[src/blit_pkg.sv]
package blit_pkg;

    localparam int WORD_W = 16;
    localparam int NIB_W  = 4;

    typedef logic [WORD_W-1:0] word_t;       // vram data word
    typedef logic [15:0]       addr_t;       // vram word address
    typedef logic [3:0]        nib_mask_t;   // bit 3 is the top nibble

    // register numbers on the 4-bit register port
    localparam logic [3:0] REG_CTRL  = 4'd0;
    localparam logic [3:0] REG_SHIFT = 4'd1;
    localparam logic [3:0] REG_MOD_A = 4'd2;
    localparam logic [3:0] REG_MOD_B = 4'd3;
    localparam logic [3:0] REG_MOD_C = 4'd4;
    localparam logic [3:0] REG_MOD_D = 4'd5;
    localparam logic [3:0] REG_SRC_A = 4'd6;
    localparam logic [3:0] REG_SRC_B = 4'd7;
    localparam logic [3:0] REG_VAL_C = 4'd8;
    localparam logic [3:0] REG_DST_D = 4'd9;
    localparam logic [3:0] REG_LINES = 4'd10;   // line count minus one
    localparam logic [3:0] REG_WORDS = 4'd11;   // words per line minus one, queues the blit

    localparam int CTRL_A_CONST_BIT   = 0;
    localparam int CTRL_B_CONST_BIT   = 1;
    localparam int CTRL_B_NOT_BIT     = 2;
    localparam int CTRL_C_USE_B_BIT   = 3;
    localparam int CTRL_TRANSP_8B_BIT = 5;
    localparam int CTRL_TRANSP_T_LSB  = 8;

    localparam int SHIFT_F_MASK_LSB = 12;
    localparam int SHIFT_L_MASK_LSB = 8;
    localparam int SHIFT_AMT_W      = 2;

    typedef struct packed {
        logic                   a_const;
        logic                   b_const;
        logic                   b_not;
        logic                   c_use_b;
        logic                   transp_8b;
        logic [7:0]             transp_t;      // transparent pixel value
        logic [SHIFT_AMT_W-1:0] shift_amt;     // right shift in nibbles
        nib_mask_t              f_mask;
        nib_mask_t              l_mask;
        word_t                  mod_a;
        word_t                  mod_b;
        word_t                  mod_c;
        word_t                  mod_d;
        word_t                  src_a;         // address, or constant when a_const
        word_t                  src_b;
        word_t                  val_c;
        word_t                  dst_d;
        word_t                  lines;
        word_t                  words;
    } blit_cfg_t;

endpackage

[src/blit_ctrl.sv]
`timescale 1ns/100ps

module blit_ctrl (
    input  logic                clk,
    input  logic                reset_i,
    input  blit_pkg::blit_cfg_t cfg_i,
    input  logic                queued_i,
    input  logic                vram_ack_i,
    output logic                setup_o,
    output logic                step_o,
    output logic                rd_a_o,
    output logic                rd_b_o,
    output logic                line_start_o,
    output logic                line_end_o,
    output logic                last_word_o,
    output logic                first_word_o,
    output logic                vram_sel_o,
    output logic                vram_wr_o,
    output blit_pkg::addr_t     vram_addr_o,
    output logic                busy_o,
    output logic                done_intr_o
);

    typedef enum logic [2:0] {
        IDLE, SETUP, LINE_BEG, RD_A, RD_B, WR_D, LINE_END
    } state_t;

    state_t          state;
    state_t          acc_state;               // next access of a word
    blit_pkg::addr_t acc_addr;
    blit_pkg::addr_t ptr_a, ptr_b, ptr_d;
    blit_pkg::addr_t a_base, b_base, d_base;
    blit_pkg::addr_t addr_inc;
    blit_pkg::word_t line_cnt;                // bit 15 flags the last line
    logic [16:0]     word_cnt;                // bit 16 flags the last word
    logic            first_line;              // active copy not yet in the pointers

    assign step_o       = !vram_sel_o || vram_ack_i;
    assign setup_o      = step_o && (state == SETUP);
    assign rd_a_o       = step_o && (state == RD_A);
    assign rd_b_o       = step_o && (state == RD_B);
    assign line_start_o = step_o && (state == LINE_BEG);
    assign line_end_o   = step_o && (state == LINE_END);
    assign last_word_o  = word_cnt[16];
    assign busy_o       = (state != IDLE);
    assign done_intr_o  = (state == LINE_END) && line_cnt[15];

    assign addr_inc = vram_addr_o + 1'b1;
    assign a_base   = first_line ? cfg_i.src_a : ptr_a;
    assign b_base   = first_line ? cfg_i.src_b : ptr_b;
    assign d_base   = first_line ? cfg_i.dst_d : (state == WR_D) ? addr_inc : ptr_d;

    // first access of a word, from line begin or after a write
    always_comb begin
        if (!cfg_i.a_const) begin
            acc_state = RD_A;
            acc_addr  = a_base;
        end else if (!cfg_i.b_const) begin
            acc_state = RD_B;
            acc_addr  = b_base;
        end else begin
            acc_state = WR_D;
            acc_addr  = d_base;
        end
    end

    always_ff @(posedge clk) begin
        if (reset_i) begin
            state        <= IDLE;
            vram_sel_o   <= 1'b0;
            vram_wr_o    <= 1'b0;
            first_line   <= 1'b0;
            first_word_o <= 1'b0;
        end else if (step_o) begin
            case (state)
                IDLE: begin
                    if (queued_i) begin
                        state <= SETUP;
                    end
                end
                SETUP: begin
                    first_line <= 1'b1;
                    state      <= LINE_BEG;
                end
                LINE_BEG: begin
                    first_line   <= 1'b0;
                    first_word_o <= 1'b1;
                    ptr_a        <= a_base;
                    ptr_b        <= b_base;
                    ptr_d        <= d_base;
                    line_cnt     <= (first_line ? cfg_i.lines : line_cnt) - 1'b1;
                    word_cnt     <= {1'b0, cfg_i.words} - 1'b1;
                    vram_sel_o   <= 1'b1;
                    vram_wr_o    <= (acc_state == WR_D);
                    vram_addr_o  <= acc_addr;
                    state        <= acc_state;
                end
                RD_A: begin
                    ptr_a <= addr_inc;
                    if (!cfg_i.b_const) begin
                        vram_addr_o <= ptr_b;
                        state       <= RD_B;
                    end else begin
                        vram_wr_o   <= 1'b1;
                        vram_addr_o <= ptr_d;
                        state       <= WR_D;
                    end
                end
                RD_B: begin
                    ptr_b       <= addr_inc;
                    vram_wr_o   <= 1'b1;
                    vram_addr_o <= ptr_d;
                    state       <= WR_D;
                end
                WR_D: begin
                    ptr_d        <= addr_inc;
                    word_cnt     <= word_cnt - 1'b1;
                    first_word_o <= 1'b0;
                    if (word_cnt[16]) begin   // line done
                        vram_sel_o <= 1'b0;
                        vram_wr_o  <= 1'b0;
                        state      <= LINE_END;
                    end else begin
                        vram_wr_o   <= (acc_state == WR_D);
                        vram_addr_o <= acc_addr;
                        state       <= acc_state;
                    end
                end
                LINE_END: begin
                    ptr_a <= ptr_a + cfg_i.mod_a;
                    ptr_b <= ptr_b + cfg_i.mod_b;
                    ptr_d <= ptr_d + cfg_i.mod_d;
                    if (!line_cnt[15]) begin
                        state <= LINE_BEG;
                    end else if (queued_i) begin
                        state <= SETUP;     // queued blit follows at once
                    end else begin
                        state <= IDLE;
                    end
                end
                default: state <= IDLE;
            endcase
        end
    end

    a_bus_stable: assert property (@(posedge clk) disable iff (reset_i)
        vram_sel_o && !vram_ack_i |=> $stable(vram_addr_o) && $stable(vram_wr_o));

    a_done_pulse: assert property (@(posedge clk) disable iff (reset_i)
        done_intr_o |=> !done_intr_o);

endmodule

[src/blit_logic.sv]
`timescale 1ns/100ps

module blit_logic (
    input  logic                clk,
    input  logic                reset_i,
    input  logic                load_i,
    input  logic                step_i,
    input  logic                rd_b_i,
    input  logic                line_end_i,
    input  logic                last_word_i,
    input  blit_pkg::blit_cfg_t cfg_i,
    input  blit_pkg::word_t     val_a_i,
    input  blit_pkg::word_t     val_b_i,
    input  logic                first_word_i,
    output blit_pkg::word_t     vram_data_o,
    output blit_pkg::nib_mask_t vram_mask_o
);

    logic                load_q;
    logic                c_is_b;               // C follows the last B read
    blit_pkg::word_t     c_reg;
    blit_pkg::word_t     c_op;
    blit_pkg::word_t     b_prime;
    blit_pkg::nib_mask_t t4, t8;

    always_ff @(posedge clk) begin
        if (reset_i) begin
            load_q <= 1'b0;
            c_is_b <= 1'b0;
        end else begin
            load_q <= load_i;
            if (load_q) begin
                c_is_b <= 1'b0;
            end else if (step_i && rd_b_i) begin
                c_is_b <= cfg_i.c_use_b;
            end
        end
    end

    always_ff @(posedge clk) begin
        if (load_q) begin
            c_reg <= cfg_i.val_c;
        end else if (step_i && line_end_i) begin
            c_reg <= c_reg ^ cfg_i.mod_c;
        end
    end

    assign c_op        = c_is_b ? val_b_i : c_reg;
    assign b_prime     = cfg_i.b_not ? ~val_b_i : val_b_i;
    assign vram_data_o = val_a_i & b_prime ^ c_op;

    // a nibble is written unless it matches the transparent value
    always_comb begin
        for (int i = 0; i < blit_pkg::WORD_W / blit_pkg::NIB_W; i++) begin
            t4[i] = val_b_i[i*blit_pkg::NIB_W +: blit_pkg::NIB_W] !=
                    cfg_i.transp_t[(i%2)*blit_pkg::NIB_W +: blit_pkg::NIB_W];
            t8[i] = val_b_i[(i/2)*8 +: 8] != cfg_i.transp_t;
        end
    end

    assign vram_mask_o = (first_word_i ? cfg_i.f_mask : 4'b1111) &
                         (last_word_i ? cfg_i.l_mask : 4'b1111) &
                         (cfg_i.transp_8b ? t8 : t4);

endmodule

[src/blit_regs.sv]
`timescale 1ns/100ps

module blit_regs (
    input  logic                clk,
    input  logic                reset_i,
    input  logic                reg_wr_i,
    input  logic [3:0]          reg_num_i,
    input  blit_pkg::word_t     reg_data_i,
    input  logic                setup_i,       // copy queue into active set
    output blit_pkg::blit_cfg_t cfg_o,
    output logic                full_o
);

    blit_pkg::blit_cfg_t q;                    // queued blit

    always_ff @(posedge clk) begin
        if (reset_i) begin
            q      <= '0;
            full_o <= 1'b0;
        end else begin
            if (setup_i) begin
                full_o <= 1'b0;
            end
            if (reg_wr_i) begin
                case (reg_num_i)
                    blit_pkg::REG_CTRL: begin
                        q.a_const   <= reg_data_i[blit_pkg::CTRL_A_CONST_BIT];
                        q.b_const   <= reg_data_i[blit_pkg::CTRL_B_CONST_BIT];
                        q.b_not     <= reg_data_i[blit_pkg::CTRL_B_NOT_BIT];
                        q.c_use_b   <= reg_data_i[blit_pkg::CTRL_C_USE_B_BIT];
                        q.transp_8b <= reg_data_i[blit_pkg::CTRL_TRANSP_8B_BIT];
                        q.transp_t  <= reg_data_i[blit_pkg::CTRL_TRANSP_T_LSB +: 8];
                    end
                    blit_pkg::REG_SHIFT: begin
                        q.f_mask    <= reg_data_i[blit_pkg::SHIFT_F_MASK_LSB +: blit_pkg::NIB_W];
                        q.l_mask    <= reg_data_i[blit_pkg::SHIFT_L_MASK_LSB +: blit_pkg::NIB_W];
                        q.shift_amt <= reg_data_i[0 +: blit_pkg::SHIFT_AMT_W];
                    end
                    blit_pkg::REG_MOD_A: q.mod_a <= reg_data_i;
                    blit_pkg::REG_MOD_B: q.mod_b <= reg_data_i;
                    blit_pkg::REG_MOD_C: q.mod_c <= reg_data_i;
                    blit_pkg::REG_MOD_D: q.mod_d <= reg_data_i;
                    blit_pkg::REG_SRC_A: q.src_a <= reg_data_i;
                    blit_pkg::REG_SRC_B: q.src_b <= reg_data_i;
                    blit_pkg::REG_VAL_C: q.val_c <= reg_data_i;
                    blit_pkg::REG_DST_D: q.dst_d <= reg_data_i;
                    blit_pkg::REG_LINES: q.lines <= reg_data_i;
                    blit_pkg::REG_WORDS: begin
                        q.words <= reg_data_i;
                        full_o  <= 1'b1;       // wins over a setup in the same cycle
                    end
                    default: ;
                endcase
            end
        end
    end

    // active copy, read by the engine from line begin on
    always_ff @(posedge clk) begin
        if (setup_i) begin
            cfg_o <= q;
        end
    end

    // the engine only takes a blit that has been queued
    a_setup_needs_full: assert property (
        @(posedge clk) disable iff (reset_i) setup_i |-> full_o);

endmodule

[src/blit_source.sv]
`timescale 1ns/100ps

module blit_source (
    input  logic                             clk,
    input  logic                             reset_i,
    input  logic                             step_i,
    input  logic                             load_i,
    input  logic                             rd_i,
    input  logic                             line_start_i,
    input  logic                             line_end_i,
    input  blit_pkg::word_t                  const_init_i,
    input  blit_pkg::word_t                  mod_i,
    input  logic [blit_pkg::SHIFT_AMT_W-1:0] shift_amt_i,
    input  blit_pkg::word_t                  data_i,
    output blit_pkg::word_t                  val_o
);

    logic                            load_q;   // active copy is valid one cycle after setup
    blit_pkg::word_t                 hist;     // previous word of this line
    logic [2*blit_pkg::WORD_W-1:0]   pair;

    // low nibbles of the history fill in from the left
    assign pair = {hist, data_i} >> (shift_amt_i * blit_pkg::NIB_W);

    always_ff @(posedge clk) begin
        if (reset_i) begin
            load_q <= 1'b0;
        end else begin
            load_q <= load_i;
        end
    end

    always_ff @(posedge clk) begin
        if (load_q) begin
            val_o <= const_init_i;
            hist  <= '0;
        end else if (step_i) begin
            if (rd_i) begin
                val_o <= pair[blit_pkg::WORD_W-1:0];
                hist  <= data_i;
            end else if (line_start_i) begin
                hist  <= '0;                   // defined first word per line
            end else if (line_end_i) begin
                val_o <= val_o ^ mod_i;
            end
        end
    end

endmodule

[src/blit_top.sv]
`timescale 1ns/100ps

module blit_top (
    input  logic                clk,
    input  logic                reset_i,
    input  logic                reg_wr_i,
    input  logic [3:0]          reg_num_i,
    input  blit_pkg::word_t     reg_data_i,
    output logic                busy_o,
    output logic                full_o,
    output logic                done_intr_o,
    output logic                vram_sel_o,
    input  logic                vram_ack_i,
    output logic                vram_wr_o,
    output blit_pkg::nib_mask_t vram_mask_o,
    output blit_pkg::addr_t     vram_addr_o,
    input  blit_pkg::word_t     vram_data_i,
    output blit_pkg::word_t     vram_data_o
);

    blit_pkg::blit_cfg_t cfg;
    blit_pkg::word_t     val_a, val_b;
    logic setup, step, rd_a, rd_b;
    logic line_start, line_end, last_word, first_word;

    blit_regs u_regs (
        .clk, .reset_i, .reg_wr_i, .reg_num_i, .reg_data_i,
        .setup_i (setup), .cfg_o (cfg), .full_o
    );

    blit_ctrl u_ctrl (
        .clk, .reset_i, .cfg_i (cfg), .queued_i (full_o), .vram_ack_i,
        .setup_o (setup), .step_o (step), .rd_a_o (rd_a), .rd_b_o (rd_b),
        .line_start_o (line_start), .line_end_o (line_end),
        .last_word_o (last_word), .first_word_o (first_word),
        .vram_sel_o, .vram_wr_o, .vram_addr_o, .busy_o, .done_intr_o
    );

    blit_source u_src_a (
        .clk, .reset_i, .step_i (step), .load_i (setup), .rd_i (rd_a),
        .line_start_i (line_start), .line_end_i (line_end),
        .const_init_i (cfg.src_a), .mod_i (cfg.mod_a), .shift_amt_i (cfg.shift_amt),
        .data_i (vram_data_i), .val_o (val_a)
    );

    blit_source u_src_b (
        .clk, .reset_i, .step_i (step), .load_i (setup), .rd_i (rd_b),
        .line_start_i (line_start), .line_end_i (line_end),
        .const_init_i (cfg.src_b), .mod_i (cfg.mod_b), .shift_amt_i (cfg.shift_amt),
        .data_i (vram_data_i), .val_o (val_b)
    );

    blit_logic u_logic (
        .clk, .reset_i, .load_i (setup), .step_i (step), .rd_b_i (rd_b),
        .line_end_i (line_end), .last_word_i (last_word), .cfg_i (cfg),
        .val_a_i (val_a), .val_b_i (val_b), .first_word_i (first_word),
        .vram_data_o, .vram_mask_o
    );

endmodule
[config.mk]
export PLATFORM = sky130hd
export DESIGN_NAME = blit_top
export DESIGN_NICKNAME = d
export VERILOG_FILES = /design/src/blit_pkg.sv /design/src/blit_ctrl.sv /design/src/blit_logic.sv /design/src/blit_regs.sv /design/src/blit_source.sv /design/src/blit_top.sv
export SDC_FILE = /design/constraint.sdc
export NUM_CORES = 1
export LEC_CHECK = 0
export BUFFER_PORTS_ARGS = -buffer_cell sky130_fd_sc_hd__buf_2
export CAP_MARGIN = 20
export CORE_UTILIZATION = 38
export CTS_CLUSTER_DIAMETER = 100
export DETAILED_ROUTE_END_ITERATION = 8
export HOLD_SLACK_MARGIN = 0.12
export PLACE_DENSITY_LB_ADDON = 0.3
export SLEW_MARGIN = 20
export SYNTH_ARGS = -nofsm -noshare
export SYNTH_HDL_FRONTEND = slang
export SYNTH_HIERARCHICAL = 1
export SYNTH_SLANG_ARGS = --single-unit
[constraint.sdc]
create_clock -name clk -period 24.8 [get_ports clk]
set_input_delay 1.24 -clock clk [delete_from_list [all_inputs] [get_ports clk]]
set_output_delay 1.24 -clock clk [all_outputs]
set_load 0.03 [all_outputs]
Yosys cells after proc, flatten, opt, wreduce, memory -nomap -nowiden --
Cells that the tools add are included.
Storage, ports and cells: register bits 553, bits of input ports 40, output and inout port bits 41, word-level logic and storage cells 209
Operators by class: add/sub/neg operators 7, eq/ne operators 30, shifts and indexed selects 2, multiplexer cells 51, bitwise operators 9, reduce and logical (&&, ||, !) cells 53
Operator list (number):
- $mux W16 | 26
- $pmux W16 S3 | 3
- $pmux W16 S4 | 1
- $shr A32 B4 Y16 | 2
- $xor A16 B16 Y16 | 4
- $add A16 B16 Y16 | 3
- $pmux W17 S2 | 1
- $reduce_and A2 Y1 | 17
- $reduce_and A3 Y1 | 9
- $pmux W3 S7 | 1
- $reduce_bool A3 Y1 | 6
- $sub A16 B1 Y17 const B | 1
- $sub A17 B1 Y17 const B | 1
- $add A16 B1 Y16 const B | 1
- $and A16 B16 Y16 | 1
- $eq A4 B3 Y1 const B | 4
- $eq A4 B4 Y1 const B | 4
- $ne A4 B4 Y1 | 4
- $ne A8 B8 Y1 | 2
- $not A16 Y16 | 1
- $sub A16 B1 Y16 const B | 1
- $eq A3 B3 Y1 const B | 4
- $mux W3 | 4
- $mux W4 | 3
- 22 further kinds | 48

Logic depth before layout (Yosys ltp) --
depth in word-level cells 8, depth in mapped cells 15, mapped depth without buffers 9

Modules after synthesis --
Netlist, hierarchy kept.
By module, submodules not included:
- blit_regs | times used 1, cells each 825, area each 12733.5 um^2
- blit_ctrl | times used 1, cells each 1046, area each 9401.5 um^2
- blit_source | times used 2, cells each 168, area each 1808.0 um^2
- blit_logic | times used 1, cells each 252, area each 2118.3 um^2

Least setup slack after synthesis --
OpenSTA, ideal clock, no wires.
path kind in2reg, from input port vram_ack_i, to register u_regs.full_o, library setup time 0.139 ns, arrival time 19.970 ns, data required time 24.661 ns, slack 4.691 ns, stages on the path 5, buffers on the path 1, cells stage by stage nor2b_1 > clkbuf_1 > nor4_1 > nand2b_1 > a21oi_1
Between the ends: word-level cells in the longest chain between the ends 5
RTL lines:
- start, declared | RTL line blit_top.sv:13 | input logic vram_ack_i,
- $logic_or A1 B1 Y1 * | RTL line blit_ctrl.sv:38 | assign step_o = !vram_sel_o || vram_ack_i;
- $logic_and A1 B1 Y1 * | RTL line blit_ctrl.sv:39 | assign setup_o = step_o && (state == SETUP);
- via setup | RTL line blit_top.sv:23 | logic setup, step, rd_a, rd_b;
- $mux W1 * | RTL line blit_regs.sv:21 | if (setup_i) begin
- $mux W1 | RTL line blit_regs.sv:25 | case (reg_num_i)
- $mux W1 * | RTL line blit_regs.sv:24 | if (reg_wr_i) begin
- end signal, assigned | RTL line blit_regs.sv:19 | full_o <= 1'b0;
- end signal, assigned | RTL line blit_regs.sv:22 | full_o <= 1'b0;
- end signal, assigned | RTL line blit_regs.sv:50 | full_o <= 1'b1;
- end, declared | RTL line blit_regs.sv:11 | output logic full_o
The timed path passes the listed nets; every way through them passes the cells marked *. A chain may end at the register's enable or synchronous reset.

Final worst setup path --
from register u_ctrl.state[2], to output port done_intr_o
Between the ends: word-level cells in the longest chain between the ends 2
RTL lines:
- start, declared | RTL line blit_ctrl.sv:28 | state_t state;
- start signal, assigned | RTL line blit_ctrl.sv:96 | state <= acc_state;
- start signal, assigned | RTL line blit_ctrl.sv:126 | state <= acc_state;
- $eq A3 B3 Y1 | RTL line blit_ctrl.sv:46 | assign done_intr_o = (state == LINE_END) && line_cnt[15];
- $logic_and A1 B1 Y1 | RTL line blit_ctrl.sv:46
- end, declared | RTL line blit_top.sv:11 | output logic done_intr_o,
No other way between the ends.

==> flow_summary_export.csv <==
group,metric,value,unit
synth,ys_seq_area_share,51.1,%
synth,synth_cells,2459,
setup_path,r2r-end,"u_src_b/val_o[10]",
power_and_ir_drop,leakagePower,12.0,nW
clock_network,cts_setup_buffers,0,
detailed_routing,firstDrtPassIters,6,
synth,synth_commonest_cells,"edfxtp_1 (328), mux2i_1 (302), nand2b_1 (225)",
detailed_routing,dr_wl_met3,3.88,mm
detailed_routing,drt-initial-drc-count,1647,
global_route,grt_max_degree,189,
sta,period_share,16.4,%
power_and_ir_drop,switching_share,21.9,%
setup_path,crit_required,23.56,ns
synth,synth_area,27900,sq um
power_and_ir_drop,seqPwrFrac,49.2,%
layout,fillerInstances,6688,
synth,yosysTopAreaCell,"edfxtp_1",
detailed_routing,vias,19700,
synth,synth_edf_count,328,
outcome,outcome,"complete, no violations",
layout,top_regs,"u_regs/cfg_o x183, u_regs/q x183, u_ctrl/word_cnt x17",
synth,ys.warnings.count,6,
synth,synthArstFlopShare,0,%
detailed_routing,post-route-drc-count,0,
synth,syn_area_per_cell,11.3,sq um
power_and_ir_drop,clkPwrFrac,47.1,%
placed_design,port_buffers,80,
setup_path,crit_arrival,2.83,ns
clock_network,cts_buffer_depth,3,
layout,fin_cells,3491,
detailed_routing,wire_per_inst,23.7,um
global_route,antenna_found_initial,4,
synth,ys_seq_elements,547,
global_route,grt_pass1_vias,19500,
synth,synth.area.top_cells,"edfxtp_1 (35%), dfxtp_1 (16%), mux2i_1 (11%), nand2b_1 (5.1%), xnor2_1 (2.2%)",
clock_network,clock_latency,0.63,ns
power_and_ir_drop,internal-power,1.55,mW
setup_path,reg2reg_depth,6,
sta,hold_viol,0,
floorplanning,chipHeight,273,um
sta,report.final.slew_viol_count,0,
placed_design,gp_congestion,0.889,
layout,multi_input_area,12700,sq um
sta,rsz0062_at_grt,"no",
placed_design,placed_cells,3375,
clock_network,tritoncts,"yes",
layout,register_area,14200,sq um
detailed_routing,routed-wl-met2,40.0,mm
sta,max_freq,246,MHz
sta,relSlewSlack,27.9,%
power_and_ir_drop,ir_worst_vdd,0.0000541,V
sta,finalClockSkew,0.0218,ns
setup_path,cp-start-kind,"flip-flop",
floorplanning,boundaryPins,81,
sta,period_needed,4.07,ns
global_route,grt_remaining_overflow,0,
setup_path,crit_fanout,23,
synth,syn_nets,2550,
clock_network,clkTransAtPathRegs,0.06,ns
detailed_routing,dr.max_layer_used,"met5",
synth,yosys.area.top_type_share,35.3,%
power_and_ir_drop,fin_total_pwr,1.99,mW
power_and_ir_drop,p_comb_share,3.8,%
power_and_ir_drop,power.switching,0.436,mW
setup_path,worstSetupEndpoint,"done_intr_o",
floorplanning,rows,98,
flow_run,max-cap-violations,0,
layout,fin_nets,2579,
layout,drive_gt1_share,12.2,%
floorplanning,floorplan.initialDensity,38.7,%
setup_path,crit_path_end_kind,"primary output",
detailed_routing,wl,82.7,mm
floorplanning,core,72000,sq um
clock_network,cts_made_buffers,60,
layout,syn_to_final_growth,11.3,%
clock_network,clock-root-buffer,"clkbuf_16",
detailed_routing,drt-met1-wl,36.0,mm
synth,yosys_most_used_dff,"edfxtp_1",
clock_network,ctsHoldBuffers,0,
clock_network,htree_levels,2,
clock_network,cts_resized,0,
floorplanning,die_area,74400,sq um
clock_network,clock-sinks,547,
sta,setup_viol,0,
global_route,grt_usage,21.9,%
setup_path,crit_path_start,"u_ctrl/state[2]",
sta,hold-worst-slack,0.414,ns
detailed_routing,viasPerCell,5.65,
power_and_ir_drop,power_density,64.2,nW/um^2
setup_path,rrSetupSlack,20.92,ns
detailed_routing,antenna_left,0,
global_route,grt_pass1_wl,123,mm
synth,synth.distinct_cells,94,
sta,finalSetupTns,0,ns
hold_path,hold_class,"reg -> reg",
setup_path,r2r_start,"u_ctrl/state[2]",
synth,yosysMostFrequentCell,"edfxtp_1",
floorplanning,die_w,273,um
placed_design,dp_hpwl,57.7,mm
setup_path,path_class,"reg -> out",
sta,worst_slew_pin_slew,1.08,ns
## kinds of logic (layout without fill, tap and decap cells)
| group | after synthesis | in the layout | synth area share, % |
|---|---|---|---|
| simple gates | 703 | 703 | 13.7 |
| flops | 547 | 547 | 51.1 |
| compound gates | 495 | 495 | 11.8 |
| mux | 346 | 346 | 13.4 |
| buf+inv | 177 | 258 | 3.34 |
| xor+xnor | 140 | 140 | 4.40 |
| fa+ha+maj | 51 | 51 | 2.37 |
| other cells | 0 | 1 | 0 |
## worst max-delay path: stages, from the launching register on
cell and delay (ns):
dfxtp_1 0.78, nor2b_1 0.87, and3_1 0.34, buf_2 0.22
## placed cells by master (no fill, tap or decap), drive strengths merged, types with 14 or more instances in the layout
| master | count |
|---|---|
| a211oi | 32 |
| a21o | 27 |
| a21oi | 103 |
| a22oi | 33 |
| a31oi | 16 |
| buf | 113 |
| clkbuf | 77 |
| clkinv | 25 |
| dfxtp | 219 |
| edfxtp | 328 |
| ha | 48 |
| inv | 34 |
| mux2 | 25 |
| mux2i | 304 |
| mux4 | 17 |
| nand2 | 151 |
| nand2b | 225 |
| nand3 | 33 |
| nor2 | 123 |
| nor2b | 20 |
| nor3 | 49 |
| nor4 | 14 |
| o211ai | 14 |
| o21ai | 110 |
| o221ai | 19 |
| o22ai | 41 |
| xnor2 | 70 |
| xor2 | 70 |
## metrics by stage
step                cell area, sq um  utilization [%]  setup WS (ns)
floorplan                      27900                -           4.69
global placement               28900             40.2          20.83
detailed placement             28900             40.2          20.73
CTS                            31000             43.1          20.72
global route                   31000             43.1          20.62
finish                         31000             43.1          20.73
## metal layers
metal / vias up / GRT usage [%]
li1: 9154 / -
met1: 9862 / 28.6
met2: 585 / 37.2
met3: 133 / 2.63
met4: 2 / 7.82
met5: - / 0
## power by group through the flow
stage / Combinational [mW] / Clock (mW) / Sequential, mW
global placement: 0.0736 / 0 / 0.998
global route: 0.0802 / 0.988 / 0.980
detailed placement: 0.0749 / 0 / 0.998
finish: 0.0751 / 0.937 / 0.979
floorplan: 0.0502 / 0 / 0.997
CTS: 0.0753 / 0.954 / 0.979
## area by class of cell
class | instances | share of cell area [%]
antenna | 1 | 0.00806
clock inverter | 37 | 1.23
inverter | 31 | 0.375
clock buffer | 77 | 5.48
multi-input combinational | 1735 | 41.0
tap | 950 | 3.83
sequential | 547 | 45.9
timing repair buffer | 113 | 2.20
## how the worst min path moves through the flow
stage / to / startpoint / cells past startpoint
after floorplan: u_regs/cfg_o[0] / u_regs/q[0] / 0
after global placement: u_regs/cfg_o[146] / u_regs/q[146] / 0
after detailed placement: u_regs/cfg_o[32] / u_regs/q[32] / 0
after CTS: u_regs/cfg_o[97] / u_regs/q[97] / 0
after global routing: u_regs/cfg_o[2] / u_regs/q[2] / 0
final: u_regs/cfg_o[97] / u_regs/q[97] / 0
No activity file was read; power rests on OpenSTA's default activity.
